--- src/common/mips_settings.svh ---
`ifndef MIPS_SETTINGS_SVH
`define MIPS_SETTINGS_SVH

//////////////////////////////
// datapath sizing
//////////////////////////////
`define MIPS_DATA_W 32     // register and memory word
`define MIPS_REG_N 32      // architectural registers, r0 hardwired
`define MIPS_MEM_WORDS 64  // data memory, word index from addr[7:2]

//////////////////////////////
// testbench
//////////////////////////////
`define MIPS_TB_CYCLES_PER_ITEM 40  // timeout budget per golden item

`endif

--- src/common/mipsPkg.sv ---
`default_nettype none
`include "mips_settings.svh"

package mipsPkg;

  //////////////////////////////
  // vector types
  //////////////////////////////
  typedef logic [31:0] instWord;                           // raw instruction from host
  typedef logic [`MIPS_DATA_W-1:0] dataWord;               // register / memory value
  typedef logic [$clog2(`MIPS_REG_N)-1:0] regIdx;          // register number
  typedef logic [5:0] opcode;                              // inst[31:26]
  typedef logic [5:0] funct;                               // inst[5:0] of R-type words
  typedef logic [3:0] aluOpCode;                           // controller to ALU

  // ALU op encoding
  localparam aluOpCode aluAddr   = 4'b0000;  // load/store address
  localparam aluOpCode aluAddImm = 4'b0001;
  localparam aluOpCode aluUseFn  = 4'b0010;  // R-type picks the op by funct
  localparam aluOpCode aluAnd    = 4'b1010;
  localparam aluOpCode aluOr     = 4'b1011;
  localparam aluOpCode aluXor    = 4'b1100;
  localparam aluOpCode aluSlt    = 4'b1101;

  // opcodes
  localparam opcode opR    = 6'b000000;
  localparam opcode opAddi = 6'b001000;
  localparam opcode opSlti = 6'b001010;
  localparam opcode opAndi = 6'b001100;
  localparam opcode opOri  = 6'b001101;
  localparam opcode opXori = 6'b001110;
  localparam opcode opLb   = 6'b100000;
  localparam opcode opLh   = 6'b100001;
  localparam opcode opLw   = 6'b100011;
  localparam opcode opSb   = 6'b101000;
  localparam opcode opSh   = 6'b101001;
  localparam opcode opSw   = 6'b101011;

  // R-type funct codes
  localparam funct fnAdd = 6'b100000;
  localparam funct fnSub = 6'b100010;
  localparam funct fnAnd = 6'b100100;
  localparam funct fnOr  = 6'b100101;
  localparam funct fnXor = 6'b100110;
  localparam funct fnSlt = 6'b101010;

  //////////////////////////////
  // enums
  //////////////////////////////
  typedef enum logic [1:0] {sizeWord, sizeHalf, sizeByte} memSize;
  typedef enum logic [1:0] {kindNone, kindRegWrite, kindMemWrite} commitKind;
  typedef enum logic [1:0] {stIdle, stExecute, stAccess, stReport} coreState;

endpackage

`default_nettype wire

--- src/design/commitPort.sv ---
`timescale 1ns/10ps
`default_nettype none

module commitPort (
  input  wire logic              clk,
  input  wire logic              rstN,
  input  wire logic              recValid,
  input  wire mipsPkg::commitKind recKind,
  input  wire mipsPkg::regIdx    recDest,
  input  wire mipsPkg::dataWord  recValue,
  input  wire mipsPkg::dataWord  recAddr,
  output logic                   portBusy,  // until ack seen low
  output logic                   commitReq,
  output mipsPkg::commitKind     commitKind,
  output mipsPkg::regIdx         commitDest,
  output mipsPkg::dataWord       commitAddr,
  output mipsPkg::dataWord       commitValue,
  input  wire logic              commitAck
);

  always_ff @(posedge clk) begin
    if (!rstN) begin
      commitReq <= 1'b0;
      portBusy  <= 1'b0;
    end else if (recValid) begin
      commitReq <= 1'b1;
      portBusy  <= 1'b1;
    end else if (commitReq && commitAck) begin
      commitReq <= 1'b0;  // host took it
    end else if (portBusy && !commitReq && !commitAck) begin
      portBusy  <= 1'b0;  // handshake back to idle
    end
  end

  // record held for the whole handshake
  always_ff @(posedge clk) begin
    if (recValid) begin
      commitKind  <= recKind;
      commitDest  <= recDest;
      commitAddr  <= recAddr;
      commitValue <= recValue;
    end
  end

  fieldsHeld: assert property (@(posedge clk) disable iff (!rstN)
    commitReq && $past(commitReq) |->
      $stable({commitKind, commitDest, commitAddr, commitValue}))
    else $error("commit record changed while commitReq high");

endmodule

`default_nettype wire

--- config.mk ---
export PLATFORM = sky130hd
export DESIGN_NAME = commitPort
export DESIGN_NICKNAME = d
export VERILOG_FILES = /design/src/common/mipsPkg.sv /design/src/design/commitPort.sv
export VERILOG_INCLUDE_DIRS = /design/src /design/src/common
export SDC_FILE = /design/constraint.sdc
export NUM_CORES = 1
export LEC_CHECK = 0
export BUFFER_PORTS_ARGS = -buffer_cell sky130_fd_sc_hd__buf_4
export CAP_MARGIN = 20
export CORE_ASPECT_RATIO = 1.75
export CORE_MARGIN = 4
export CORE_UTILIZATION = 41
export DETAILED_ROUTE_END_ITERATION = 7
export GPL_ROUTABILITY_DRIVEN = 0
export PLACE_DENSITY_LB_ADDON = 0.05
export RECOVER_POWER = 50
export SYNTH_ARGS = -nofsm -noshare
export SYNTH_HDL_FRONTEND = slang
export SYNTH_SLANG_ARGS = --single-unit
--- constraint.sdc ---
create_clock -name clk -period 0.8 [get_ports clk]
set_input_delay 0.08 -clock clk [delete_from_list [all_inputs] [get_ports clk]]
set_output_delay 0.08 -clock clk [all_outputs]
set_load 0.02 [all_outputs]
# Word-level counts from Yosys, hierarchy flattened
# Index checks and enable logic that the tools add are counted.
op_classes:
  n_reduce_logical: 8
  n_mux: 5
  n_eq_ne: 1
ops:
  columns: ["operator", "count"]
  rows:
  - ["1-bit two-way mux", 5]
  - ["2-bit nonzero test", 2]
  - ["1-bit logical AND", 3]
  - ["1-bit zero test", 2]
  - ["2-bit != test, second input constant", 1]
  - ["2-bit AND reduction", 1]
word_totals:
  wordCells: 20
  out_inout_bits: 73
  regBits: 73
  in_bits: 75

# Longest topological paths before layout
# Gate-level depths: netlist (run 1).
logic_depth:
  depth_word: 6
  depth_mapped: 2
  mapped_depth_nobuf: 2

# Worst setup path before layout (run 1)
# Ideal clock, no wire load.
synth_timing:
  path_kind: "register to register"
  from: "register commitReq"
  to: "register commitReq"
  arrival_ps: 655
  n_path_buf: 0
  t_required_ps: 685
  setup_time_ps: 115
  period_less_slack_ps: 770
  setup_slack_ps: 30
  path_stages_with_launch: 3
  path_cell_list: "dfxtp_1 -> nor2b_1 -> o21a_1"
synth_via:
  elab_chain_len: 2
synth_rtl:
  columns: ["element", "line", "rtl"]
  rows:
  - ["start, declared", "commitPort.sv:13", "output logic commitReq,"]
  - ["start signal, assigned", "commitPort.sv:23", "commitReq <= 1'b0;"]
  - ["start signal, assigned", "commitPort.sv:26", "commitReq <= 1'b1;"]
  - ["start signal, assigned", "commitPort.sv:29", "commitReq <= 1'b0;"]
  - ["1-bit logical AND", "commitPort.sv:28", "end else if (commitReq && commitAck) begin"]
  - ["2-bit nonzero test (no line)", null, null]
# Every way passes these cells.
# A chain may end at the register's enable or synchronous reset.

# Worst setup path after layout (run 1)
layout_timing:
  from: "register commitValue[13]"
  to: "output port commitValue[13]"
layout_rtl:
  columns: ["element", "line", "rtl"]
  rows:
  - ["start, declared", "commitPort.sv:17", "output mipsPkg::dataWord commitValue,"]
  - ["start signal, assigned", "commitPort.sv:41", "commitValue <= recValue;"]
# No word-level cell between the ends.

==> summary.txt, run 1 <==
Outcome
  – Status: finished with violations
  – Failing checks: negative setup slack

Layout
  – Commonest non-fill, non-tap cell in the layout: buf_4
  – Register Area: 2170 um^2
  – Final net count: 388
  – Area of the multi-input gates: 40.0 um^2
  – Most frequent cells in the layout: buf_4 (74), dlygate4sd3_1 (73), buf_6 (73), edfxtp_1 (71), clkbuf_8 (9)
  – Filler Cells Inserted: 231
  – Synth-to-layout area growth: 111%
  – Ant. Diodes: 0
  – Design area: 4630 um^2
  – Layout cells sized above 1: 0.535
  – Final Util: 0.882

Yosys
  – Area leader, netlist: edfxtp_1
  – Synth Instances: 78
  – YS warnings: 0
  – Yosys reg bits: 73
  – Yosys cell types: 7
  – Post-synthesis sequential area ratio: 0.987
  – Syn Area/Cell: 28.2 um^2
  – Area contributors post-synth: edfxtp_1 (97%), dfxtp_1 (1.8%), o21a_1 (0.34%), nor2b_1 (0.28%), nor3_1 (0.23%)
  – Cell area after synthesis: 2200 um^2
  – Synth Net Count: 153
  – Share of the synthesized area in the top cell type: 0.969

GRT
  – GRT overflow: 0
  – Largest net degree at the start of global routing: 29
  – Tot GR Track Use: 0.223
  – Initial antenna violation count: 0
  – Vias in the first global route: 2023
  – Global-route wire length before repair: 10600 um

Floorplanning
  – Die height: 105 um
  – Core Area: 5260 um^2
  – Starting Density: 0.419
  – Site Rows: 35
  – # IOs: 148
  – Die area: 6650 um^2
  – Die Wd: 63.4 um

Detailed routing
  – Top sig layer: met4
  – Drt pass-1 iters: 4
  – DRC: 0
  – Routed len/inst: 19.4 um
  – Met3 WL post-DR: 509 um
  – Metal-1 WL: 2170 um
  – Post-route ant nets: 0
  – Vias per cell: 4.62
  – 1st-iter DRT viols: 43
  – Via count: 1723
  – Met2 wire length: 4290 um
  – Routed WL: 7250 um

Timing
  – Final Setup Violations: 75
  – Final Max Slew Viols: 0
  – RSZ-0062 raised after global routing: true
  – Slew margin rel.: 0.665
  – Period utilisation layout: 1.24
  – Fin worst setup slack: -0.192 ns
  – Tmin final: 0.992 ns
  – Fmax: 1.01 GHz
  – Hold Vio Cnt, Final: 0
  – Setup Skew: 0.00743 ns
  – Worst-Margin Slew: 0.503 ns

Clocking
  – CTS Buffer Depth: 2
  – Clock-pin slew on the worst setup and hold paths: 0.09 ns
  – Clock sinks: 73
  – Clock latency on the worst-skew pair: 0.33 ns
  – TritonCTS Buffers: 9
  – Root buf cell: clkbuf_8
  – TritonCTS clock tree: built
  – # H-tree levels: 3

Setup path
  – Crit-path max cell delay: 0.42 ns
  – CP Max Fanout: 1
  – Crit path cell chain: buf_6
  – Crit Path Class: flip-flop to output pin
  – Delay-heaviest family, CP: flip-flops
  – Worst setup SP type: flip-flop
  – CP required: 0.72 ns
  – Bufs and invs on worst path: 1
  – Worst EP arrival: 0.91 ns
  – CP max stage cell: edfxtp_1
  – Setup crit end kind: output pin

Power and ir drop
  – Total power: 9.52 mW
  – PD cells: 2050 nW/um^2
  – Maximum resistive drop on vdd: 1.86 mV
  – P_leak: 1.95 nW

Placement
  – Cell Area, Placed: 3430 um^2
  – Post-Place Worst Slack: 0.0496 ns
  – Number of port buffers: 147

Run
  – Number of max-cap violations: 0

Worst hold path
  – Hold/Removal Path Class: input port to flip-flop
## metrics by stage
step | TNS [ns] | cells | hold WS [ns]
after floorplan | 0 | 78 | 0.179
after global placement | 0 | 283 | 0.258
after detailed placement | 0 | 283 | 0.259
after CTS | -11.64 | 372 | 0.0708
after global routing | -14.21 | 373 | 0.152
final | -10.87 | 373 | 0.159
## kinds of logic (layout without fill, tap and decap cells)
family / Yosys count / in the layout / synth area share
AO/OA/AOI/OAI: 2 / 2 / 0.00569
buffers and inverters: 0 / 240 / 0
flip-flops: 73 / 73 / 0.987
AND/OR/NAND/NOR: 3 / 3 / 0.00682
## timing repair
| item | 4_1_cts | 5_1_grt |
|---|---|---|
| pin swaps | 0 | 2 |
| buffers inserted | 0 | 1 |
| hold buffers | 73 | 0 |
| resized for setup | 72 | 6 |
| hold endpoints to repair | 73 | 0 |
| gates cloned | 0 | 0 |
| setup endpoints to repair | 73 | 74 |
## where the power goes
| part | switching (mW) | total, mW | internal (mW) |
|---|---|---|---|
| Clock | 1.36 | 3.11 | 1.75 |
| Combinational | 0.721 | 1.71 | 0.994 |
| Sequential | 0.154 | 4.69 | 4.54 |
## per-layer routing
layer,up-vias,track usage
met2,97,0.408
met4,0,0.127
met3,18,0.0753
met5,-,0
met1,824,0.208
li1,784,-
## path summary, 6_finish.rpt
kind,slack [ns],end,startpoint,cells past startpoint
worst max-delay path,-0.19,commitValue[13],commitValue[13],1
worst min-delay path,0.16,portBusy,recValid,3
worst min register to register,0.55,portBusy,portBusy,2
worst max register to register,0,commitReq,commitReq,2
## final cells by class
| class | count | area share |
|---|---|---|
| Multi-Input combinational cell | 5 | 0.00864 |
| Clock buffer | 9 | 0.0267 |
| Clock inverter | 7 | 0.0205 |
| Sequential cell | 73 | 0.469 |
| Timing Repair Buffer | 224 | 0.460 |
| Tap cell | 55 | 0.0148 |
## cell usage after synthesis
cell,n
dfxtp_1,2
edfxtp_1,71
nor2_1,1
nor2b_1,1
nor3_1,1
o21a_1,1
o21ai_0,1
## state kept, by name (all words and copies together) (netlist names)
name / cells
commitKind: 2
commitValue: 32
commitDest: 5
commitAddr: 32
portBusy: 1
commitReq: 1
Note: power is estimated with default switching activity, not from simulation.
==> run 2, diff against run 1 <==
--- a/config.mk
+++ b/config.mk
@@ -8,12 +8,15 @@
 export LEC_CHECK = 0
 export BUFFER_PORTS_ARGS = -buffer_cell sky130_fd_sc_hd__buf_4
 export CAP_MARGIN = 20
+export CELL_PAD_IN_SITES_DETAIL_PLACEMENT = 1
+export CELL_PAD_IN_SITES_GLOBAL_PLACEMENT = 2
 export CORE_ASPECT_RATIO = 1.75
 export CORE_MARGIN = 4
-export CORE_UTILIZATION = 41
+export CORE_UTILIZATION = 27
+export CTS_CLUSTER_DIAMETER = 120
 export DETAILED_ROUTE_END_ITERATION = 7
 export GPL_ROUTABILITY_DRIVEN = 0
-export PLACE_DENSITY_LB_ADDON = 0.05
+export PLACE_DENSITY_LB_ADDON = 0.2
 export RECOVER_POWER = 50
 export SYNTH_ARGS = -nofsm -noshare
 export SYNTH_HDL_FRONTEND = slang
==> run 2 against run 1 <==
Compared with the run above: the run still ends with negative setup slack left; maximum frequency grew 3.3%; first-iteration DRC count grew to 2.7 times the previous value; worst hold slack gained 0.051 ns; critical endpoint is now commitAddr[31]; largest cell class unchanged.
==> summary.txt, run 2 (synthesis results as in run 1) <==
Outcome
  – Status: finished with violations
  – Failing checks: negative setup slack

Floorplanning
  – Starting Density: 0.276
  – Site Rows: 43
  – Core Area: 7960 um^2
  – Die Wd: 76.2 um
  – Die height: 127 um
  – Die area: 9710 um^2
  – # IOs: 148

Timing
  – WHS: 0.210 ns
  – Setup Skew: 0.00110 ns
  – Fmax: 1.04 GHz
  – Final Max Slew Viols: 0
  – Fin worst setup slack: -0.160 ns
  – Worst-Margin Slew: 0.484 ns
  – Final Setup Violations: 74
  – RSZ-0062 raised after global routing: true
  – Tmin final: 0.960 ns
  – Slew margin rel.: 0.677
  – Hold Vio Cnt, Final: 0
  – Setup_tns: -9.29 ns
  – Period utilisation layout: 1.20

Placement
  – Number of port buffers: 147
  – Detail Placement HPWL: 4540 um

Setup path
  – Delay-heaviest family, CP: flip-flops
  – CP required: 0.72 ns
  – FF-to-FF path depth: 3
  – Worst EP arrival: 0.88 ns
  – CP Max Fanout: 1
  – CP Depth: 1
  – Crit-path max cell delay: 0.40 ns
  – Worst setup SP type: flip-flop
  – Crit path cell chain: buf_6
  – Bufs and invs on worst path: 1
  – CP max stage cell: edfxtp_1
  – Crit Path Class: flip-flop to output pin
  – Setup crit end kind: output pin

Clocking
  – TritonCTS Buffers: 9
  – # H-tree levels: 3
  – Clock-pin slew on the worst setup and hold paths: 0.05 ns
  – Root buf cell: clkbuf_16
  – TritonCTS clock tree: built
  – Clock sinks: 73
  – CTS Buffer Depth: 2
  – Clock latency on the worst-skew pair: 0.32 ns

GRT
  – Initial antenna violation count: 0
  – Global-route wire length before repair: 10800 um
  – Largest net degree at the start of global routing: 33
  – Tot GR Track Use: 0.153
  – Vias in the first global route: 2009
  – GRT overflow: 0

Worst hold path
  – Hold/Removal Path Class: input port to flip-flop
  – Hold path cells: 1

Detailed routing
  – Drt pass-1 iters: 4
  – Routed len/inst: 17.1 um
  – Routed WL: 6950 um
  – 1st-iter DRT viols: 114
  – DRC: 0
  – Post-route ant nets: 0
  – Via count: 1694
  – Vias per cell: 4.16

Power and ir drop
  – P_leak: 1.98 nW
  – PD cells: 2110 nW/um^2
  – Maximum resistive drop on vdd: 1.22 mV

Layout
  – Top Registers: commitAddr: 32 flops, commitValue: 32 flops, commitDest: 5 flops
  – Synth-to-layout area growth: 116%
  – Layout cells sized above 1: 0.517
  – Final net count: 387
  – Most frequent cells in the layout: buf_6 (76), dlygate4sd3_1 (73), buf_4 (72), edfxtp_1 (71), clkbuf_16 (9)
  – Commonest non-fill, non-tap cell in the layout: buf_6
  – Ant. Diodes: 0

Run
  – Number of max-cap violations: 0
[run 2: cell count changes in the layout (fill, tap and decap cells not counted), sizes merged]
cell      before  now
clkbuf        13   17
clkinv         4    0
buf          147  149
bufinv         2    0
clkinvlp       1    0
[run 2: layout make-up]
type | count | area [um^2]
clock buffer | 16 | 272
fill | 734 | 3210
multi-input combinational | 5 | 46.3
sequential | 73 | 2170
tap | 90 | 113
timing repair buffer | 223 | 2150
[run 2: metal layers]
metal	global-route usage	vias up	routed length, um
met5	0	-	0
met4	0.0928	0	157
met3	0.0360	9	367
met2	0.304	67	4430
met1	0.135	838	1990
li1	-	780	-
[run 2: through the flow]
| stage | util | power (mW) | setup slack, ns | instance area, um^2 | cells |
|---|---|---|---|---|---|
| after floorplan | - | 5.10 | 0.0303 | 2200 | 78 |
| after global placement | 0.437 | 5.92 | 0.00861 | 3480 | 318 |
| after detailed placement | 0.437 | 5.95 | -0.00167 | 3480 | 318 |
| after CTS | 0.599 | 10.2 | -0.182 | 4770 | 408 |
| after global routing | 0.597 | 10.4 | -0.192 | 4750 | 407 |
| final | 0.597 | 10.0 | -0.160 | 4750 | 407 |
[run 2: path summary, 6_finish.rpt]
check / from / end / slack, ns
min reg2reg: portBusy / portBusy / 0.54
max: commitAddr[31] / commitAddr[31] / -0.16
min: recValid / commitValue[17] / 0.21
max reg2reg: commitReq / commitReq / -0.05
[run 2: what timing repair did]
action / 4_1_cts / 5_1_grt
resized for setup: 76 / 4
setup endpoints to repair: 73 / 75
hold buffers: 73 / 0
setup buffers: 1 / 0
pin swaps: 0 / 3
hold endpoints to repair: 73 / 0
[run 2: where the power goes]
part | total, mW | internal, mW | leakage (nW) | switching [mW]
registers | 4.68 | 4.54 | 0.712 | 0.140
clock network | 3.64 | 2.27 | 0.131 | 1.36
logic | 1.71 | 1.00 | 1.13 | 0.711
