`config.mk`:
```
export PLATFORM = sky130hd
export DESIGN_NAME = instPort
export DESIGN_NICKNAME = d
export VERILOG_FILES = /design/src/common/mipsPkg.sv /design/src/design/instPort.sv
export VERILOG_INCLUDE_DIRS = /design/src /design/src/common
export SDC_FILE = /design/constraint.sdc
export NUM_CORES = 1
export LEC_CHECK = 0
export BUFFER_PORTS_ARGS = -buffer_cell sky130_fd_sc_hd__buf_2
export CAP_MARGIN = 20
export CELL_PAD_IN_SITES_DETAIL_PLACEMENT = 2
export CELL_PAD_IN_SITES_GLOBAL_PLACEMENT = 2
export CORE_MARGIN = 2
export CORE_UTILIZATION = 23
export CTS_CLUSTER_DIAMETER = 80
export CTS_CLUSTER_SIZE = 10
export DETAILED_ROUTE_END_ITERATION = 10
export PLACE_DENSITY_LB_ADDON = 0.08
export SLEW_MARGIN = 20
export SYNTH_ARGS = -nofsm -noshare
export SYNTH_HDL_FRONTEND = slang
export SYNTH_SLANG_ARGS = --single-unit
```
`constraint.sdc`:
```
create_clock -name clk -period 2.3 [get_ports clk]
set_clock_uncertainty 0.1 [all_clocks]
set_input_delay 0.46 -clock clk [delete_from_list [all_inputs] [get_ports clk]]
set_output_delay 0.46 -clock clk [all_outputs]
set_load 0.005 [all_outputs]
```
`src/common/mips_settings.svh`:
```
`ifndef MIPS_SETTINGS_SVH
`define MIPS_SETTINGS_SVH

//////////////////////////////
// datapath sizing
//////////////////////////////
`define MIPS_DATA_W 32     // register and memory word
`define MIPS_REG_N 32      // architectural registers, r0 hardwired
`define MIPS_MEM_WORDS 64  // data memory, word index from addr[7:2]

//////////////////////////////
// testbench
//////////////////////////////
`define MIPS_TB_CYCLES_PER_ITEM 40  // timeout budget per golden item

`endif

```
`src/common/mipsPkg.sv`:
```
`default_nettype none
`include "mips_settings.svh"

package mipsPkg;

  //////////////////////////////
  // vector types
  //////////////////////////////
  typedef logic [31:0] instWord;                           // raw instruction from host
  typedef logic [`MIPS_DATA_W-1:0] dataWord;               // register / memory value
  typedef logic [$clog2(`MIPS_REG_N)-1:0] regIdx;          // register number
  typedef logic [5:0] opcode;                              // inst[31:26]
  typedef logic [5:0] funct;                               // inst[5:0] of R-type words
  typedef logic [3:0] aluOpCode;                           // controller to ALU

  // ALU op encoding
  localparam aluOpCode aluAddr   = 4'b0000;  // load/store address
  localparam aluOpCode aluAddImm = 4'b0001;
  localparam aluOpCode aluUseFn  = 4'b0010;  // R-type picks the op by funct
  localparam aluOpCode aluAnd    = 4'b1010;
  localparam aluOpCode aluOr     = 4'b1011;
  localparam aluOpCode aluXor    = 4'b1100;
  localparam aluOpCode aluSlt    = 4'b1101;

  // opcodes
  localparam opcode opR    = 6'b000000;
  localparam opcode opAddi = 6'b001000;
  localparam opcode opSlti = 6'b001010;
  localparam opcode opAndi = 6'b001100;
  localparam opcode opOri  = 6'b001101;
  localparam opcode opXori = 6'b001110;
  localparam opcode opLb   = 6'b100000;
  localparam opcode opLh   = 6'b100001;
  localparam opcode opLw   = 6'b100011;
  localparam opcode opSb   = 6'b101000;
  localparam opcode opSh   = 6'b101001;
  localparam opcode opSw   = 6'b101011;

  // R-type funct codes
  localparam funct fnAdd = 6'b100000;
  localparam funct fnSub = 6'b100010;
  localparam funct fnAnd = 6'b100100;
  localparam funct fnOr  = 6'b100101;
  localparam funct fnXor = 6'b100110;
  localparam funct fnSlt = 6'b101010;

  //////////////////////////////
  // enums
  //////////////////////////////
  typedef enum logic [1:0] {sizeWord, sizeHalf, sizeByte} memSize;
  typedef enum logic [1:0] {kindNone, kindRegWrite, kindMemWrite} commitKind;
  typedef enum logic [1:0] {stIdle, stExecute, stAccess, stReport} coreState;

endpackage

`default_nettype wire

```
`src/design/instPort.sv`:
```
`timescale 1ns/10ps
`default_nettype none

module instPort (
  input  wire logic             clk,
  input  wire logic             rstN,
  input  wire logic             instReq,
  input  wire mipsPkg::instWord instData,
  output logic                  instAck,
  output logic                  wordValid,  // buffer full
  output mipsPkg::instWord      wordData,
  input  wire logic             wordTaken   // core pulse, empties buffer
);

  logic capture;  // new word accepted this edge

  // only when the link is idle and the buffer is free
  assign capture = instReq && !instAck && !wordValid;

  always_ff @(posedge clk) begin
    if (!rstN) begin
      instAck   <= 1'b0;
      wordValid <= 1'b0;
    end else begin
      if (capture) begin
        instAck   <= 1'b1;
        wordValid <= 1'b1;
      end else if (wordTaken) begin
        wordValid <= 1'b0;  // core latched it
      end
      if (instAck && !instReq)
        instAck <= 1'b0;    // second half of the handshake
    end
  end

  // one-entry buffer
  always_ff @(posedge clk) begin
    if (capture)
      wordData <= instData;
  end

  ackAfterReqLow: assert property (@(posedge clk) disable iff (!rstN)
    $fell(instAck) |-> !$past(instReq))
    else $error("instAck dropped before instReq went low");

endmodule

`default_nettype wire

```
==> Word level (Yosys, flattened, before mapping) <==
Cells that the tools add are included.
{ "totals": {"mem_bits_rw": 0, "register_bits": 34, "output_inout_bits": 34, "word_cells": 14, "memories": 0, "latch_bits": 0, "rom_bits": 0} }
{ "op_classes": {"shift": 0, "multipliers": 0, "magnitude_cmp": 0, "n_addsub": 0, "bitwise_logic": 1, "n_reduce_logical": 8, "eq_ne": 0, "n_mux": 2, "n_div": 0} }
{ "ops": {"columns": ["operator", "count"], "rows": [
  ["logical AND 1 bit", 3],
  ["logical NOT 1 bit", 3],
  ["2-to-1 mux 1 bit", 2],
  ["nonzero test 2 bit", 1],
  ["OR reduction 2 bit", 1],
  ["inverter 1 bit", 1]
]} }

==> Logic depth before layout (Yosys ltp) <==
Gate-level depths: netlist of run 1.
{ "depth": {"ltp_word": 4, "mapped_depth": 2} }

==> Worst setup path before layout of run 1 <==
No wires, ideal clock.
{ "synth_path": {"kind": "input -> register", "startpoint": "input port instReq", "endpoint": "register wordData[0], enable pin", "setup_slack_ns": 0.005, "arrival_ns": 1.778, "path_buffers": 0, "t_required_ns": 1.783, "cell_stages": 1, "cell_sequence": "nor3b_2"} }
{ "synth_via": {"elab_chain_cells": 2} }
{ "synth_rtl": {"columns": ["item", "line", "rtl"], "rows": [
  ["start: declaration", "instPort.sv:7", "input wire logic instReq,"],
  ["logical AND 1 bit (2 in a row)", "instPort.sv:18", "assign capture = instReq && !instAck && !wordValid;"],
  ["end signal: assignment", "instPort.sv:39", "wordData <= instData;"],
  ["end: declaration", "instPort.sv:11", "output mipsPkg::instWord wordData,"]
]} }
No other way between the ends.
A chain may end at the register's enable or synchronous reset.

==> Worst setup path after layout of run 1 <==
{ "layout_path": {"startpoint": "register wordValid", "endpoint": "output port wordValid"} }
{ "layout_lines": {"columns": ["item", "line", "rtl"], "rows": [
  ["start: declaration", "instPort.sv:10", "output logic wordValid,"],
  ["start signal: assignment", "instPort.sv:23", "wordValid <= 1'b0;"],
  ["start signal: assignment", "instPort.sv:27", "wordValid <= 1'b1;"],
  ["start signal: assignment", "instPort.sv:29", "wordValid <= 1'b0;"]
]} }
No word-level cell between the ends.

==> results of run 1 <==
==> routing by layer <==
metal  share of wire  up-vias  routed length, um  track usage
li1                -      310                  -            -
met1            0.36      315                843        0.107
met2            0.49       45               1130        0.147
met3            0.12        6                282       0.0436
met4           0.025        0                 59       0.0692
met5               0        -                  0            0
==> Yosys cell counts (all sizes together) <==
master | instances | area (um2)
dfxtp | 2 | 40.0
inv | 1 | 3.75
o21a | 1 | 7.51
nand2 | 1 | 3.75
edfxtp | 32 | 961
a21oi | 1 | 5.00
nor2b | 1 | 8.76
nor3b | 1 | 12.5
==> area by class of cell <==
cell class	count	area, um2
clock buffers	6	72.6
well taps	52	65.1
flip-flops and latches	34	1000
repair buffers	71	360
clock inverters	2	8.76
multi-input cells	5	43.8
inverters	1	3.75
fillers	460	2800
==> kinds of logic after synthesis <==
kind of cell | Yosys count | share of synthesized area
AO/OA/AOI/OAI | 2 | 0.0120
flip-flops | 34 | 0.960
AND/OR/NAND/NOR | 3 | 0.0240
buffers and inverters | 1 | 0.00360
==> worst max path at each step <==
stage               from      endpoint  slack [ns]
2_1_floorplan    instReq   wordData[0]       0.005
3_3_place_gp     instReq   wordData[5]        0.88
3_5_place_dp     instReq  wordData[23]        0.86
4_1_cts        wordValid     wordValid        0.88
5_1_grt        wordValid     wordValid        0.85
6_report       wordValid     wordValid        0.90
==> registers in the layout, indices dropped and copies added (netlist names) <==
| name | cells |
|---|---|
| wordValid | 1 |
| wordData | 32 |
| instAck | 1 |
==> power breakdown <==
group	total, mW	internal [mW]	switching [mW]	leakage (nW)
Combinational	0.0991	0.0518	0.0474	0.301
Sequential	0.736	0.725	0.0114	0.320
Clock	0.399	0.207	0.192	0.0426
==> stage by stage <==
stage | setup slack [ns] | hold slack, ns
after floorplan | 0.00492 | 0.365
final | 0.901 | 0.255
after global placement | 0.878 | 0.386
after CTS | 0.875 | 0.236
after global routing | 0.850 | 0.241
after detailed placement | 0.860 | 0.396
==> flow_metrics.py, run 1 <==
metrics = {
    "min_path": {
        "timing.hold.worst.start": "instData[24]",
        "worst_hold_path.endpoint": "wordData[24]",
        "min_path_cells": 1,
        "hold_path.class": "in2reg",
    },
    "final_layout": {
        "final_cells": 171,
        "diodes": 0,
        "final_common_cell": "buf_2",
        "final_net_count": 154,
        "fin_area_um2": 1560,
        "final_util": 0.357,
        "layout_common_cells": "69 x buf_2, 32 x edfxtp_1, 5 x clkbuf_8",
        "area_delta_synth_final_pct": 49.2,
        "drive_gt1_frac": 0.664,
    },
    "global_route": {
        "grt_pass1_wl_um": 3530,
        "grt_overflow": 0,
        "grt_pass1_vias": 718,
        "grt_max_degree": 18,
        "antenna_found_initial": 0,
        "grt_use_total": 0.0967,
    },
    "logic_synthesis": {
        "synth_cell_types": 8,
        "syn-num-nets": 76,
        "synth-seq-area-share": 0.960,
        "syn_inst": 40,
        "yosys_warnings": 0,
        "synth_area_um2": 1040,
        "syn_area_per_cell_um2": 26.1,
        "synth-seq-cells": 34,
    },
    "setup_path": {
        "worstPathCellList": "buf_2",
        "startpoint_type": "register",
        "cp_top_family": "flip-flops",
        "reg2regPathDepth": 2,
        "critPathSlowestCell": "dfxtp_1",
        "crit_path_end_kind": "primary output",
        "cp_data_required_time_ns": 1.74,
        "critPathMaxStageDelay_ns": 0.41,
        "cp.arrival_ns": 0.84,
        "rr_startpoint": "wordValid",
        "worstPathMaxFanout": 4,
        "cp.depth": 1,
        "r2r_end": "wordData[10]",
        "path_buf_inv": 1,
        "crit_type": "reg2out",
        "rrSetupSlack_ns": 1.06,
    },
    "cts": {
        "worstSkewPairLatency_ns": 0.28,
        "postCtsHoldBufs": 0,
        "cts_buffer_depth": 2,
        "cts_inserted_buffers": 5,
        "cts_tree": "done",
        "root_buffer": "clkbuf_8",
        "h-tree-depth": 2,
        "cts.sinks": 34,
        "cts-resized-gates": 0,
        "cts_setup_buffers": 0,
        "clkTransAtPathRegs_ns": 0.06,
    },
    "sta": {
        "setup_viol": 0,
        "post-route-period-util": 0.608,
        "max_slew_margin": 0.859,
        "final_max_slew_viol_count": 0,
        "clock.fmax_mhz": 715,
        "rsz0062_at_grt": "false",
        "setup_tns_ns": 0,
        "hold_viol": 0,
        "finalCriticalPeriod_ns": 1.40,
        "worstMarginPinSlew_ns": 0.212,
    },
    "job": {
        "drv_cap": 0,
    },
    "drt": {
        "viasPerCell": 3.95,
        "drt-total-wl_um": 2320,
        "final_antenna_net_count": 0,
        "route.detailed.drc": 0,
        "initialDrtViolationCount": 34,
        "wl_per_cell_um": 13.6,
        "dr.pass1.iters": 3,
        "dr_total_vias": 676,
    },
    "status": {
        "status": "complete, no violations",
    },
    "die": {
        "coreArea_um2": 4350,
        "num_io_pins": 70,
        "dieWidth_um": 71.3,
        "die_y_um": 71.3,
        "initial_core_util": 0.239,
        "rows": 24,
        "dieArea_um2": 5090,
    },
    "power": {
        "ir_worst_vdd_mv": 0.260,
        "total_power_mw": 1.23,
        "powerDensity_nw_per_um2": 794,
        "p_leak_nw": 0.664,
    },
    "place": {
        "gp_congestion": 0.627,
        "placed_area_um2": 1470,
        "hpwl_um": 1870,
        "dpl.cell_count": 163,
        "port_buffers": 69,
    },
}
No activity file was read; power rests on OpenSTA's default activity.
==> run 2: changes to the inputs <==
--- a/config.mk
+++ b/config.mk
@@ -6,12 +6,13 @@
 export SDC_FILE = /design/constraint.sdc
 export NUM_CORES = 1
 export LEC_CHECK = 0
+export ABC_AREA = 1
 export BUFFER_PORTS_ARGS = -buffer_cell sky130_fd_sc_hd__buf_2
 export CAP_MARGIN = 20
 export CELL_PAD_IN_SITES_DETAIL_PLACEMENT = 2
 export CELL_PAD_IN_SITES_GLOBAL_PLACEMENT = 2
 export CORE_MARGIN = 2
-export CORE_UTILIZATION = 23
+export CORE_UTILIZATION = 25
 export CTS_CLUSTER_DIAMETER = 80
 export CTS_CLUSTER_SIZE = 10
 export DETAILED_ROUTE_END_ITERATION = 10
==> constraint.sdc (replaced) <==
create_clock -name clk -period 1.4 [get_ports clk]
set_clock_uncertainty 0.1 [all_clocks]
set_input_delay 0.28 -clock clk [delete_from_list [all_inputs] [get_ports clk]]
set_output_delay 0.28 -clock clk [all_outputs]
set_load 0.005 [all_outputs]
==> flow_metrics.py, run 2 <==
metrics = {
    "status": {
        "status": "complete, no violations",
    },
    "drt": {
        "final_antenna_net_count": 0,
        "viasPerCell": 3.81,
        "dr.pass1.iters": 3,
        "wl_per_cell_um": 13.1,
        "route.detailed.drc": 0,
        "dr_total_vias": 659,
        "drt-total-wl_um": 2270,
        "initialDrtViolationCount": 45,
    },
    "setup_path": {
        "cp_top_family": "flip-flops",
        "worstPathMaxFanout": 17,
        "critPathMaxStageDelay_ns": 0.32,
        "cp_data_required_time_ns": 1.29,
        "crit_path_end_kind": "register",
        "startpoint_type": "register",
        "crit_type": "reg2reg",
        "path_buf_inv": 2,
        "cp.arrival_ns": 1.12,
        "critPathSlowestCell": "dfxtp_2",
        "worstPathCellList": "nor2_1 -> nand2_1 -> clkinvlp_4 -> buf_12",
    },
    "logic_synthesis": {
        "async_flop_share": 0,
        "ys.flop_type": "edfxtp_1",
        "synth_area_um2": 1040,
        "syn-num-nets": 80,
        "synthTopCellsByArea": "edfxtp_1 92%, dfxtp_1 3.8%, inv_1 1.4%",
        "synth-seq-area-share": 0.958,
        "synth_edf_count": 32,
        "synth-seq-cells": 34,
        "synth_compound_gate_area_share": 0.0132,
        "syn_inst": 44,
        "synth_cell_types": 7,
        "synth_top_area_frac": 0.920,
        "synthXorXnorAreaFrac": 0,
        "synthTopCellsByCount": "32 x edfxtp_1, 4 x inv_1, 3 x nand2_1, 2 x dfxtp_1",
        "synthMuxAreaShare": 0,
        "yosys.area.top_type": "edfxtp_1",
        "yosys.cell_count.top_type": "edfxtp_1",
        "yosys_warnings": 0,
        "syn_area_per_cell_um2": 23.7,
        "synth_fa_ha_area_frac": 0,
        "yosys.area_share.simple": 0.0144,
        "synth_top_family_by_area": "buffers and inverters",
    },
    "cts": {
        "cts.sinks": 34,
        "clkTransAtPathRegs_ns": 0.07,
        "worstSkewPairLatency_ns": 0.27,
        "cts-resized-gates": 0,
        "cts_buffer_depth": 2,
        "cts_setup_buffers": 0,
        "cts_tree": "done",
        "h-tree-depth": 2,
        "postCtsHoldBufs": 0,
        "cts_inserted_buffers": 5,
        "root_buffer": "clkbuf_8",
    },
    "power": {
        "ir_worst_vdd_mv": 0.582,
        "powerDensity_nw_per_um2": 1300,
        "p_leak_nw": 0.679,
    },
    "place": {
        "placed_area_um2": 1500,
        "post-place-ws_ns": 0.166,
        "hpwl_um": 1830,
        "gp_congestion": 0.662,
        "port_buffers": 69,
    },
    "global_route": {
        "use_met2": 0.160,
        "grt_max_degree": 18,
        "grt_overflow": 0,
        "use_met1": 0.113,
        "grt_use_total": 0.103,
        "antenna_found_initial": 0,
        "grt_busiest_layer": "met2",
        "use_met3": 0.0601,
        "grt_pass1_vias": 648,
        "grt_pass1_wl_um": 3320,
    },
    "sta": {
        "clock.fmax_mhz": 817,
        "worstMarginPinSlew_ns": 0.154,
        "finalCriticalPeriod_ns": 1.22,
        "setup_viol": 0,
        "setup_tns_ns": 0,
        "setup_ws_ns": 0.176,
        "post-route-period-util": 0.875,
        "rsz0062_at_grt": "false",
        "hold_viol": 0,
        "final_max_slew_viol_count": 0,
        "max_slew_margin": 0.897,
    },
    "final_layout": {
        "diodes": 0,
        "drive_gt1_frac": 0.659,
        "fin_area_um2": 1580,
        "final_common_cell": "buf_2",
        "largest_reg_flops": 32,
        "final_net_count": 158,
        "layout_common_cells": "69 x buf_2, 32 x edfxtp_1, 5 x clkbuf_8",
        "area_delta_synth_final_pct": 51.3,
        "final_util": 0.395,
        "largest_register": "wordData",
        "reg_top3": "wordData: 32 flops, instAck: 1 flops, wordValid: 1 flops",
    },
    "die": {
        "num_io_pins": 70,
        "dieWidth_um": 68.6,
        "coreArea_um2": 4000,
        "dieArea_um2": 4710,
        "initial_core_util": 0.261,
        "rows": 23,
        "die_y_um": 68.6,
    },
    "job": {
        "drv_cap": 0,
    },
    "min_path": {
        "hold_path.class": "in2reg",
    },
}
==> run 2: cell count changes after synthesis, sizes merged <==
cell   delta
a21oi     +1
inv       +3
nand2     +2
nor2      +1
nor2b     -1
nor3b     -1
o21a      -1
==> run 2: layout make-up <==
cell class	count	area (um2)
clock inverters	2	8.76
fillers	422	2420
clock buffers	6	72.6
repair buffers	71	385
multi-input cells	6	28.8
flip-flops and latches	34	1000
inverters	4	18.8
well taps	50	62.6
==> run 2: layer usage <==
metal  vias to the layer above  routed length [um]
met3                         2                 230
met1                       299                 867
met4                         0                  21
met2                        40                1150
li1                        318                   -
met5                         -                   0
==> run 2: logic make-up after synthesis <==
| kind of cell | after synthesis |
|---|---|
| AOI/OAI and AO/OA | 2 |
| and+or+nand+nor | 4 |
| DFF | 34 |
| buffers and inverters | 4 |
==> run 2: worst paths after layout <==
path	endpoint	from	slack, ns	cells past startpoint
worst max-delay path	wordData[12]	instAck	0.18	4
worst min-delay path	wordData[17]	instData[17]	0.07	1
worst max register to register	wordData[12]	instAck	0.18	4
worst min register to register	instAck	wordValid	0.35	1
==> run 2: where the power goes <==
group | internal [mW] | switching (mW) | leakage, nW
Sequential | 1.19 | 0.0165 | 0.321
Combinational | 0.0950 | 0.0838 | 0.315
Clock | 0.341 | 0.323 | 0.0426
==> run 2: per-stage QoR <==
stage | hold slack, ns | std cells | total power [mW]
floorplan | 0.279 | 44 | 1.27
global placement | 0.324 | 165 | 1.41
detailed placement | 0.349 | 165 | 1.42
CTS | 0.0580 | 173 | 2.10
global route | 0.0518 | 173 | 2.16
finish | 0.0722 | 173 | 2.05
