## src/common/mips_settings.svh

```systemverilog
`ifndef MIPS_SETTINGS_SVH
`define MIPS_SETTINGS_SVH

//////////////////////////////
// datapath sizing
//////////////////////////////
`define MIPS_DATA_W 32     // register and memory word
`define MIPS_REG_N 32      // architectural registers, r0 hardwired
`define MIPS_MEM_WORDS 64  // data memory, word index from addr[7:2]

//////////////////////////////
// testbench
//////////////////////////////
`define MIPS_TB_CYCLES_PER_ITEM 40  // timeout budget per golden item

`endif

```

## src/common/mipsPkg.sv

```systemverilog
`default_nettype none
`include "mips_settings.svh"

package mipsPkg;

  //////////////////////////////
  // vector types
  //////////////////////////////
  typedef logic [31:0] instWord;                           // raw instruction from host
  typedef logic [`MIPS_DATA_W-1:0] dataWord;               // register / memory value
  typedef logic [$clog2(`MIPS_REG_N)-1:0] regIdx;          // register number
  typedef logic [5:0] opcode;                              // inst[31:26]
  typedef logic [5:0] funct;                               // inst[5:0] of R-type words
  typedef logic [3:0] aluOpCode;                           // controller to ALU

  // ALU op encoding
  localparam aluOpCode aluAddr   = 4'b0000;  // load/store address
  localparam aluOpCode aluAddImm = 4'b0001;
  localparam aluOpCode aluUseFn  = 4'b0010;  // R-type picks the op by funct
  localparam aluOpCode aluAnd    = 4'b1010;
  localparam aluOpCode aluOr     = 4'b1011;
  localparam aluOpCode aluXor    = 4'b1100;
  localparam aluOpCode aluSlt    = 4'b1101;

  // opcodes
  localparam opcode opR    = 6'b000000;
  localparam opcode opAddi = 6'b001000;
  localparam opcode opSlti = 6'b001010;
  localparam opcode opAndi = 6'b001100;
  localparam opcode opOri  = 6'b001101;
  localparam opcode opXori = 6'b001110;
  localparam opcode opLb   = 6'b100000;
  localparam opcode opLh   = 6'b100001;
  localparam opcode opLw   = 6'b100011;
  localparam opcode opSb   = 6'b101000;
  localparam opcode opSh   = 6'b101001;
  localparam opcode opSw   = 6'b101011;

  // R-type funct codes
  localparam funct fnAdd = 6'b100000;
  localparam funct fnSub = 6'b100010;
  localparam funct fnAnd = 6'b100100;
  localparam funct fnOr  = 6'b100101;
  localparam funct fnXor = 6'b100110;
  localparam funct fnSlt = 6'b101010;

  //////////////////////////////
  // enums
  //////////////////////////////
  typedef enum logic [1:0] {sizeWord, sizeHalf, sizeByte} memSize;
  typedef enum logic [1:0] {kindNone, kindRegWrite, kindMemWrite} commitKind;
  typedef enum logic [1:0] {stIdle, stExecute, stAccess, stReport} coreState;

endpackage

`default_nettype wire

```

## src/core/aluUnit.sv

```systemverilog
`timescale 1ns/10ps
`default_nettype none

module aluUnit (
  input  wire mipsPkg::aluOpCode aluOp,
  input  wire mipsPkg::funct     fn,
  input  wire mipsPkg::dataWord  a,
  input  wire mipsPkg::dataWord  b,
  output mipsPkg::dataWord       result
);

  logic lessThan;  // signed compare for slt / slti

  assign lessThan = $signed(a) < $signed(b);

  always_comb begin
    case (aluOp)
      mipsPkg::aluAddr,
      mipsPkg::aluAddImm: result = a + b;
      mipsPkg::aluAnd:    result = a & b;
      mipsPkg::aluOr:     result = a | b;
      mipsPkg::aluXor:    result = a ^ b;
      mipsPkg::aluSlt:    result = mipsPkg::dataWord'(lessThan);
      mipsPkg::aluUseFn: begin
        // R-type, funct picks the operation
        case (fn)
          mipsPkg::fnAdd: result = a + b;
          mipsPkg::fnSub: result = a - b;
          mipsPkg::fnAnd: result = a & b;
          mipsPkg::fnOr:  result = a | b;
          mipsPkg::fnXor: result = a ^ b;
          mipsPkg::fnSlt: result = mipsPkg::dataWord'(lessThan);
          default:        result = '0;  // unsupported funct
        endcase
      end
      default: result = '0;
    endcase
  end

endmodule

`default_nettype wire

```

## src/core/execCore.sv

```systemverilog
`timescale 1ns/10ps
`default_nettype none
`include "mips_settings.svh"

module execCore (
  input  wire logic             clk,
  input  wire logic             rstN,
  input  wire logic             wordValid,
  input  wire mipsPkg::instWord wordData,
  output logic                  wordTaken,
  input  wire logic             portBusy,
  output logic                  recValid,
  output mipsPkg::commitKind    recKind,
  output mipsPkg::regIdx        recDest,
  output mipsPkg::dataWord      recValue,
  output mipsPkg::dataWord      recAddr   // byte address of loads and stores only
);

  localparam int MemAw = $clog2(`MIPS_MEM_WORDS);  // word index bits
  localparam int DataW = `MIPS_DATA_W;

  mipsPkg::coreState state;
  mipsPkg::instWord  inst;       // word in flight
  mipsPkg::dataWord  aluRes;     // result or effective address
  mipsPkg::dataWord  storeData;  // rt as read in execute

  // decoded controls
  logic              regDst;
  logic              memRead;
  logic              memToReg;
  logic              memWrite;
  logic              aluSrc;
  logic              regWrite;
  mipsPkg::aluOpCode aluOp;
  mipsPkg::memSize   size;

  mipsPkg::regIdx   rs;
  mipsPkg::regIdx   rt;
  mipsPkg::regIdx   rd;
  mipsPkg::regIdx   dest;
  mipsPkg::dataWord rsVal;
  mipsPkg::dataWord rtVal;
  mipsPkg::dataWord immExt;
  mipsPkg::dataWord aluB;
  mipsPkg::dataWord aluOut;
  logic             zeroExt;

  mipsPkg::dataWord regFile [`MIPS_REG_N];
  mipsPkg::dataWord dataMem [`MIPS_MEM_WORDS];
  logic [MemAw-1:0] memIdx;
  mipsPkg::dataWord memWord;
  mipsPkg::dataWord loadVal;     // sign-extended load result
  mipsPkg::dataWord mergedWord;  // memory word after a partial store
  mipsPkg::dataWord wbVal;
  logic [15:0]      halfSel;
  logic [7:0]       byteSel;

  //////////////////////////////
  // decode and execute
  //////////////////////////////
  assign rs   = inst[25:21];
  assign rt   = inst[20:16];
  assign rd   = inst[15:11];
  assign dest = regDst ? rd : rt;

  mainController u_mainController (
    .op(inst[31:26]), .regDst(regDst), .memRead(memRead), .memToReg(memToReg),
    .memWrite(memWrite), .aluSrc(aluSrc), .regWrite(regWrite), .aluOp(aluOp), .size(size)
  );

  // andi/ori/xori take the immediate unsigned
  assign zeroExt = (aluOp == mipsPkg::aluAnd) || (aluOp == mipsPkg::aluOr) ||
                   (aluOp == mipsPkg::aluXor);
  assign immExt  = zeroExt ? {{(DataW-16){1'b0}}, inst[15:0]} :
                             {{(DataW-16){inst[15]}}, inst[15:0]};

  assign rsVal = regFile[rs];
  assign rtVal = regFile[rt];
  assign aluB  = aluSrc ? immExt : rtVal;

  aluUnit u_aluUnit (.aluOp(aluOp), .fn(inst[5:0]), .a(rsVal), .b(aluB), .result(aluOut));

  //////////////////////////////
  // memory access
  //////////////////////////////
  assign memIdx  = aluRes[MemAw+1:2];  // word index above the byte offset
  assign memWord = dataMem[memIdx];
  assign halfSel = memWord[{aluRes[1], 4'b0000} +: 16];
  assign byteSel = memWord[{aluRes[1:0], 3'b000} +: 8];

  always_comb begin
    mergedWord = memWord;
    case (size)
      mipsPkg::sizeHalf: begin
        loadVal = {{(DataW-16){halfSel[15]}}, halfSel};
        mergedWord[{aluRes[1], 4'b0000} +: 16] = storeData[15:0];
      end
      mipsPkg::sizeByte: begin
        loadVal = {{(DataW-8){byteSel[7]}}, byteSel};
        mergedWord[{aluRes[1:0], 3'b000} +: 8] = storeData[7:0];
      end
      default: begin
        loadVal    = memWord;
        mergedWord = storeData;  // full word replaces
      end
    endcase
  end

  // r0 reads back as zero so its commit shows 0
  assign wbVal = (dest == '0) ? '0 : (memToReg ? loadVal : aluRes);

  assign wordTaken = (state == mipsPkg::stIdle) && wordValid;
  assign recValid  = (state == mipsPkg::stReport) && !portBusy;

  //////////////////////////////
  // sequencer
  //////////////////////////////
  always_ff @(posedge clk) begin
    if (!rstN) begin
      state <= mipsPkg::stIdle;
      for (int i = 0; i < `MIPS_REG_N; i++) begin
        regFile[i] <= '0;
      end
      for (int j = 0; j < `MIPS_MEM_WORDS; j++) begin
        dataMem[j] <= '0;
      end
    end else begin
      case (state)
        mipsPkg::stIdle: if (wordValid) state <= mipsPkg::stExecute;
        mipsPkg::stExecute: state <= mipsPkg::stAccess;
        mipsPkg::stAccess: begin
          state <= mipsPkg::stReport;
          if (regWrite && dest != '0)
            regFile[dest] <= wbVal;
          if (memWrite)
            dataMem[memIdx] <= mergedWord;  // read-merge-write
        end
        mipsPkg::stReport: if (!portBusy) state <= mipsPkg::stIdle;  // record handed over
        default: state <= mipsPkg::stIdle;
      endcase
    end
  end

  // datapath registers and the commit record
  always_ff @(posedge clk) begin
    case (state)
      mipsPkg::stIdle: if (wordValid) inst <= wordData;
      mipsPkg::stExecute: begin
        aluRes    <= aluOut;
        storeData <= rtVal;
      end
      mipsPkg::stAccess: begin
        if (regWrite) begin
          recKind  <= mipsPkg::kindRegWrite;
          recDest  <= dest;
          recValue <= wbVal;
        end else if (memWrite) begin
          recKind  <= mipsPkg::kindMemWrite;
          recDest  <= '0;
          recValue <= mergedWord;
        end else begin
          recKind  <= mipsPkg::kindNone;  // unknown opcode
          recDest  <= '0;
          recValue <= '0;
        end
        recAddr <= (memRead || memWrite) ? aluRes : '0;
      end
      default: ;
    endcase
  end

  // port must go busy so the next record waits
  recTakenByPort: assert property (@(posedge clk) disable iff (!rstN)
    recValid |=> portBusy)
    else $error("commit port stayed idle after a record was offered");

endmodule

`default_nettype wire

```

## src/core/mainController.sv

```systemverilog
`timescale 1ns/10ps
`default_nettype none

module mainController (
  input  wire mipsPkg::opcode op,
  output logic                regDst,    // rd instead of rt
  output logic                memRead,
  output logic                memToReg,  // writeback from memory
  output logic                memWrite,
  output logic                aluSrc,    // immediate as operand b
  output logic                regWrite,
  output mipsPkg::aluOpCode   aluOp,
  output mipsPkg::memSize     size       // access width for loads/stores
);

  always_comb begin
    // unknown opcode leaves everything off
    regDst   = 1'b0;
    memRead  = 1'b0;
    memToReg = 1'b0;
    memWrite = 1'b0;
    aluSrc   = 1'b0;
    regWrite = 1'b0;
    aluOp    = mipsPkg::aluAddr;

    case (op)
      mipsPkg::opR: begin
        regDst   = 1'b1;
        aluOp    = mipsPkg::aluUseFn;
        regWrite = 1'b1;
      end
      mipsPkg::opAddi, mipsPkg::opAndi, mipsPkg::opOri,
      mipsPkg::opXori, mipsPkg::opSlti: begin
        aluSrc   = 1'b1;
        regWrite = 1'b1;
      end
      mipsPkg::opLw, mipsPkg::opLh, mipsPkg::opLb: begin
        memRead  = 1'b1;
        memToReg = 1'b1;
        aluSrc   = 1'b1;  // base + offset
        regWrite = 1'b1;
      end
      mipsPkg::opSw, mipsPkg::opSh, mipsPkg::opSb: begin
        memWrite = 1'b1;
        aluSrc   = 1'b1;
      end
      default: ;
    endcase

    // immediate ALU ops, loads/stores keep aluAddr
    case (op)
      mipsPkg::opAddi: aluOp = mipsPkg::aluAddImm;
      mipsPkg::opAndi: aluOp = mipsPkg::aluAnd;
      mipsPkg::opOri:  aluOp = mipsPkg::aluOr;
      mipsPkg::opXori: aluOp = mipsPkg::aluXor;
      mipsPkg::opSlti: aluOp = mipsPkg::aluSlt;
      default: ;
    endcase

    case (op)  // access width
      mipsPkg::opLh, mipsPkg::opSh: size = mipsPkg::sizeHalf;
      mipsPkg::opLb, mipsPkg::opSb: size = mipsPkg::sizeByte;
      default:                      size = mipsPkg::sizeWord;
    endcase
  end

  memExclusive: assert final (!(memRead && memWrite))
    else $error("opcode %b decodes to both memory read and write", op);

endmodule

`default_nettype wire

```

## config.mk

```make
export PLATFORM = sky130hd
export DESIGN_NAME = execCore
export DESIGN_NICKNAME = d
export VERILOG_FILES = /design/src/common/mipsPkg.sv /design/src/core/aluUnit.sv /design/src/core/execCore.sv /design/src/core/mainController.sv
export VERILOG_INCLUDE_DIRS = /design/src /design/src/common
export SDC_FILE = /design/constraint.sdc
export NUM_CORES = 2
export LEC_CHECK = 0
export BUFFER_PORTS_ARGS = -buffer_cell sky130_fd_sc_hd__buf_2
export CAP_MARGIN = 25
export CORE_MARGIN = 1
export CORE_UTILIZATION = 45
export CTS_BUF_LIST = sky130_fd_sc_hd__clkbuf_4 sky130_fd_sc_hd__clkbuf_8
export CTS_CLUSTER_SIZE = 12
export DETAILED_ROUTE_END_ITERATION = 10
export GPL_ROUTABILITY_DRIVEN = 0
export PLACE_DENSITY_LB_ADDON = 0.1
export SLEW_MARGIN = 40
export SYNTH_ARGS = -nofsm -noshare
export SYNTH_HDL_FRONTEND = slang
export SYNTH_HIERARCHICAL = 1
export SYNTH_SLANG_ARGS = --single-unit
export TNS_END_PERCENT = 10
```

## constraint.sdc

```tcl
create_clock -name clk -period 8.3 [get_ports clk]
set_clock_uncertainty 0.15 [all_clocks]
set_input_delay 0.83 -clock clk [delete_from_list [all_inputs] [get_ports clk]]
set_output_delay 0.83 -clock clk [all_outputs]
set_load 0.02 [all_outputs]
```

Word level (Yosys, flattened, before mapping)

Memory sizes are Yosys's and may differ from the RTL's. A register that Yosys moved wholly into a read port is not among the register bits.
Index checks and enable logic that the tools add are counted.

Add/sub/neg operators: 4
$mul: 0
Divide/modulo/power cells: 0
$lt $le $gt $ge: 1
Equal/unequal tests: 30
Shifts and indexed selects: 6
Muxes and demuxes: 43
Bitwise gates (word level): 3
Reductions and logical operators: 23

Operators by type and width:

| kind                    | count |
|---|---|
| $pmux 32 s6             | 2 |
| $mux 32                 | 8 |
| $pmux 32 s2             | 2 |
| $eq 6x6->1 const B      | 12 |
| $bwmux 32               | 2 |
| $reduce_or 32->1        | 2 |
| $add 32x32->32          | 1 |
| $and 32x32->32          | 1 |
| $lt 32x32->1            | 1 |
| $or 32x32->32           | 1 |
| $shift 16x7->32 const A | 1 |
| $shift 8x7->32 const A  | 1 |
| $shiftx 16x7->32        | 1 |
| $shiftx 32x6->16        | 1 |
| $shiftx 32x6->8         | 1 |
| $shiftx 8x7->32         | 1 |
| $sub 32x32->32          | 1 |
| $xor 32x32->32          | 1 |
| $eq 6x4->1 const B      | 5 |
| $mux 5                  | 4 |
| $pmux 4 s5              | 1 |
| $eq 4x4->1 const B      | 4 |
| $mux 1                  | 16 |
| $neg 5->7               | 2 |
| other kinds (22)        | 38 |

Flip-flop bits (word level): 169
Bits in latches: 0
Memory bits (writable): 3072
Memory bits (read-only): 0
Bits of input ports: 36
Memories kept: 2

Memories:

| name    | depth | bits a word | read ports | clocked after Yosys merged registers in | write ports | line           | source |
|---|---|---|---|---|---|---|---|
| dataMem | 64    | 32          | 1          | 1                                       | 64          | execCore.sv:49 | `` mipsPkg::dataWord dataMem [`MIPS_MEM_WORDS]; `` |
| regFile | 32    | 32          | 2          | 2                                       | 32          | execCore.sv:48 | `` mipsPkg::dataWord regFile [`MIPS_REG_N]; `` |

Longest topological paths before layout

Depth in word-level cells: 12
Gate-level depth with buffers: 22

Hierarchy

Netlist, hierarchy kept.

By module, submodules not included:

| module         | instances | cells an instance | area an instance (µm²) | seq. area each (µm²) |
|---|---|---|---|---|
| execCore       | 1         | 9865              | 148542.5               | 97623.6 |
| aluUnit        | 1         | 917               | 6043.3                 | 0.0 |
| mainController | 1         | 31                | 245.2                  | 0.0 |

Worst setup path after synthesis

OpenSTA, ideal clock, no wires.

Path type: register to register
From: reg (tool-made name)
To: reg aluRes[24], data pin
Setup time: 0.265 ns
Arrival: 5.281 ns
Required time: 7.885 ns
Setup slack: 2.604 ns
Cell stages (with the launch flop): 19
Path buffers: 3
Clock period less this slack: 5.696 ns
Cell sequence: dfxtp_1 -> clkbuf_1 -> clkbuf_1 -> buf_1 -> mux4_2 -> mux4_2 -> mux2_2 -> mux2_2 -> ha_1 -> fa_1 -> o21bai_1 -> a211oi_2 -> a211oi_2 -> a221oi_4 -> nor3_1 -> o21ai_1 -> and3_1 -> and4_1 -> or3_1

RTL lines:

| item                 | line            | source |
|---|---|---|
| end signal, assigned | execCore.sv:149 | `aluRes <= aluOut;` |
| end, declared        | execCore.sv:24  | `mipsPkg::dataWord aluRes;` |

==> summary.txt <==
======================================================================================
Post-detailed-placement half-perimeter wirelength                            355000 um
Clk sink count                                                                    3257
Most common flop cell mapped by yosys                                     sky130_fd_sc_hd__edfxtp_1
Maximum root-to-sink buffer count                                                    4
Clock share of power                                                             23.4%
Dominant cells by area after synthesis                                    sky130_fd_sc_hd__edfxtp_1 63%, sky130_fd_sc_hd__mux4_2 16%, sky130_fd_sc_hd__nor2_1 7.6%, sky130_fd_sc_hd__clkbuf_1 1.6%, sky130_fd_sc_hd__mux2i_1 1.3%
Wire length of the first global-routing pass                                 803000 um
Total Wirelength                                                             585000 um
Flop and latch count out of synthesis                                             3257
Total area of multi-input combinational cells                               53900 um^2
Area share of the leading cell type in the synthesized netlist                   62.8%
Largest net degree at the start of global routing                                  106
Pwr Density                                                                356 nW/um^2
Clk Latency, worst-skew pair                                                   1.22 ns
Starting DRT DRC Count                                                           13996
Highest attainable clock frequency                                             156 MHz
Power dissipated by switching net loads                                       0.0261 W
Global routing usage summed across all routing layers                            33.3%
Die H                                                                           589 um
DRC                                                                                  0
CP Capture Type                                                                   flop
Via count of the routed design                                                  102122
Cell with the most instances after synthesis                              sky130_fd_sc_hd__edfxtp_1
Grt total ovfl                                                                       0
Worst hold path class                                                        in -> reg
Max transition margin                                                            31.6%
Final critical path time including I/O delays and setup                        6.42 ns
Beginning of the worst hold path                                                  rstN
Cell row count                                                                     215
Die width                                                                       589 um
Max Fanout on Critical Path                                                         35
Peak VDD IR                                                                   0.273 mV
Share of post-route cells with drive strength above 1                            26.4%
Setup CP Type                                                               reg -> reg
H-tree lvl count                                                                     6
Count of buffers added by post-CTS timing repair for setup                           0
Total I/O pin count                                                                109
Fraction of power spent switching nets                                           42.2%
Portion of total power attributed to sequential cells                            33.0%
Count of pins over their slew limit                                                  0
Final sum of negative setup slack                                                 0 ns
Comb power frac                                                                  43.6%
Root cell of the clock tree                                               sky130_fd_sc_hd__clkbuf_8
Initial core utilization                                                         45.2%
Syn Std Cell Area                                                          155000 um^2
Max-cap viol count                                                                   0
Sequential area share after synthesis                                            63.1%
Required arrival time at the worst endpoint                                    9.03 ns
Initial antenna violation count                                                     30
Average footprint of a synthesized cell                                      14.3 um^2
Data arrival time at the worst-slack endpoint                                  7.15 ns
Drt via density                                                                   6.42
Cell accounting for the most synthesized area                             sky130_fd_sc_hd__edfxtp_1
Number of global-route vias before repair                                       100945
Reg-to-Reg End                                                            regFile[20][11]
Element type at the critical path start                                           flop
YS warnings                                                                          6
Int Pwr                                                                       0.0357 W
Static leakage power                                                           62.2 nW
Register Area                                                               97700 um^2
Final Hold Slack                                                              0.191 ns
Fill cell total of the finished layout                                           29283
ANT nets after route                                                                 0
Number of enable flip-flop cells after synthesis                                  3239
Post-synthesis async set-or-reset flop share                                        0%
Post-synthesis instance total                                                    10813
Post-layout power                                                             0.0618 W
Growth of design area from synthesis to finish                                   12.0%
Clock slew at the register clock pins of the worst setup and hold paths        0.06 ns
CTS buffer count                                                                   566
Depth of the worst register-to-register path                                        11
Count of nets after finishing                                                    11064
Worst reg-to-reg setup slack                                                   1.88 ns
Number of buffers inserted by port buffering                                       108
Setup Viol. Count Final                                                              0
Worst Hold Endpoint                                                       dataMem[61][14]
Result of the run                                                         finished, final reports clean
Period Utilization, post-route                                                   77.3%
Hold Crit Depth                                                                      2
Synth cell count leaders                                                  3239 x sky130_fd_sc_hd__edfxtp_1, 3144 x sky130_fd_sc_hd__nor2_1, 1131 x sky130_fd_sc_hd__mux4_2
TritonCTS clock tree                                                             built
Hold Vio Cnt, Final                                                                  0
Transition time at the pin with the least slew margin                          1.02 ns
Unrepaired setup endpoints after global routing                                     no
Wire length per cell after detailed routing                                    36.7 um
Pre-antenna DRT Iters                                                                7
Yosys cell types                                                                   123
Total die area                                                             346000 um^2
Area inside the core boundary                                              343000 um^2
======================================================================================
==> final cells by class <==
| type | count | area share (%) |
|---|---|---|
| tap | 4557 | 3.29 |
| antenna | 40 | 0.0577 |
| clock inverter | 186 | 0.704 |
| timing repair buffer | 570 | 2.79 |
| multi-input combinational | 6401 | 31.1 |
| clock buffer | 785 | 5.47 |
| inverter | 122 | 0.270 |
| sequential | 3257 | 56.3 |
==> metrics by stage <==
stage	area (um^2)	util, %	instances	setup slack [ns]
2_1_floorplan	155000	-	10844	2.60
3_3_place_gp	161000	47.0	14840	1.72
4_1_cts	173000	50.5	15873	1.90
6_report	173000	50.6	15918	1.88
3_5_place_dp	162000	47.3	14868	1.91
5_1_grt	173000	50.6	15907	1.77
==> critical path: stages (launching register included) <==
cell	delay, ns
sky130_fd_sc_hd__dfxtp_4	0.80
sky130_fd_sc_hd__buf_4	0.58
sky130_fd_sc_hd__buf_12	0.37
sky130_fd_sc_hd__mux4_2	0.59
sky130_fd_sc_hd__mux4_2	0.59
sky130_fd_sc_hd__a22o_1	0.43
sky130_fd_sc_hd__nor3_1	0.84
sky130_fd_sc_hd__nand2_1	0.23
sky130_fd_sc_hd__a221o_1	0.41
sky130_fd_sc_hd__a221oi_4	0.36
sky130_fd_sc_hd__buf_4	0.50
sky130_fd_sc_hd__nor2_1	0.09
==> power groups by stage <==
stage               registers [W]  clock network, W  logic, W
floorplan                  0.0198                 0    0.0159
CTS                        0.0204            0.0146    0.0262
global route               0.0204            0.0152    0.0275
finish                     0.0204            0.0144    0.0270
detailed placement         0.0207                 0    0.0261
global placement           0.0207                 0    0.0256
==> placed cells by master, fill, tap and decap left out, types with 110 or more instances in the layout <==
cell type and n:
sky130_fd_sc_hd__a21oi_1 223, sky130_fd_sc_hd__mux2_2 119, sky130_fd_sc_hd__buf_2 110, sky130_fd_sc_hd__edfxtp_1 3239, sky130_fd_sc_hd__nand2_1 255, sky130_fd_sc_hd__buf_4 354
sky130_fd_sc_hd__mux4_2 1131, sky130_fd_sc_hd__clkbuf_8 575, sky130_fd_sc_hd__mux2i_1 191, sky130_fd_sc_hd__nor2_1 3135, sky130_fd_sc_hd__clkbuf_4 210
==> state kept, by name, indices dropped and copies added, names as in the netlist, named ones only <==
| signal | flops |
|---|---|
| recKind | 2 |
| dataMem | 2048 |
| inst | 32 |
| storeData | 32 |
| recAddr | 32 |
| aluRes | 32 |
| regFile | 1024 |
| state | 2 |
| recValue | 32 |
| recDest | 5 |
==> routing by layer <==
metal  global-route usage [%]  share of wire [%]
met1                     41.6                 36
met2                     53.0                 47
met3                     7.05                9.9
met4                     21.6                7.4
met5                        0             0.0092
==> worst max-delay path by stage <==
stage / to / slack, ns / from / depth (start not counted)
after floorplan: aluRes[24] / 2.60 / flop / 18
after global placement: recValue[3] / 1.72 / flop / 11
after detailed placement: dataMem[6][13] / 1.91 / flop / 11
after CTS: dataMem[47][13] / 1.90 / flop / 11
after global routing: aluRes[27] / 1.77 / flop / 17
final: regFile[20][11] / 1.88 / flop / 11
==> logic make-up after synthesis <==
logic type                 share of synthesized area (%)
and+or+nand+nor                                     10.0
DFF                                                 63.1
muxes                                               18.6
buffers and inverters                               3.28
AOI/OAI and AO/OA                                   4.00
adders and majority gates                          0.899
xor gates and xnor gates                           0.130
other                                            0.00242
==> what timing repair did <==
item / in CTS / in global routing
endpoints found under the hold margin: 44 / 0
resized for setup: 0 / 0
hold buffers: 34 / 0
setup endpoints to repair: 0 / 0
(Power assumes the default switching activity.)
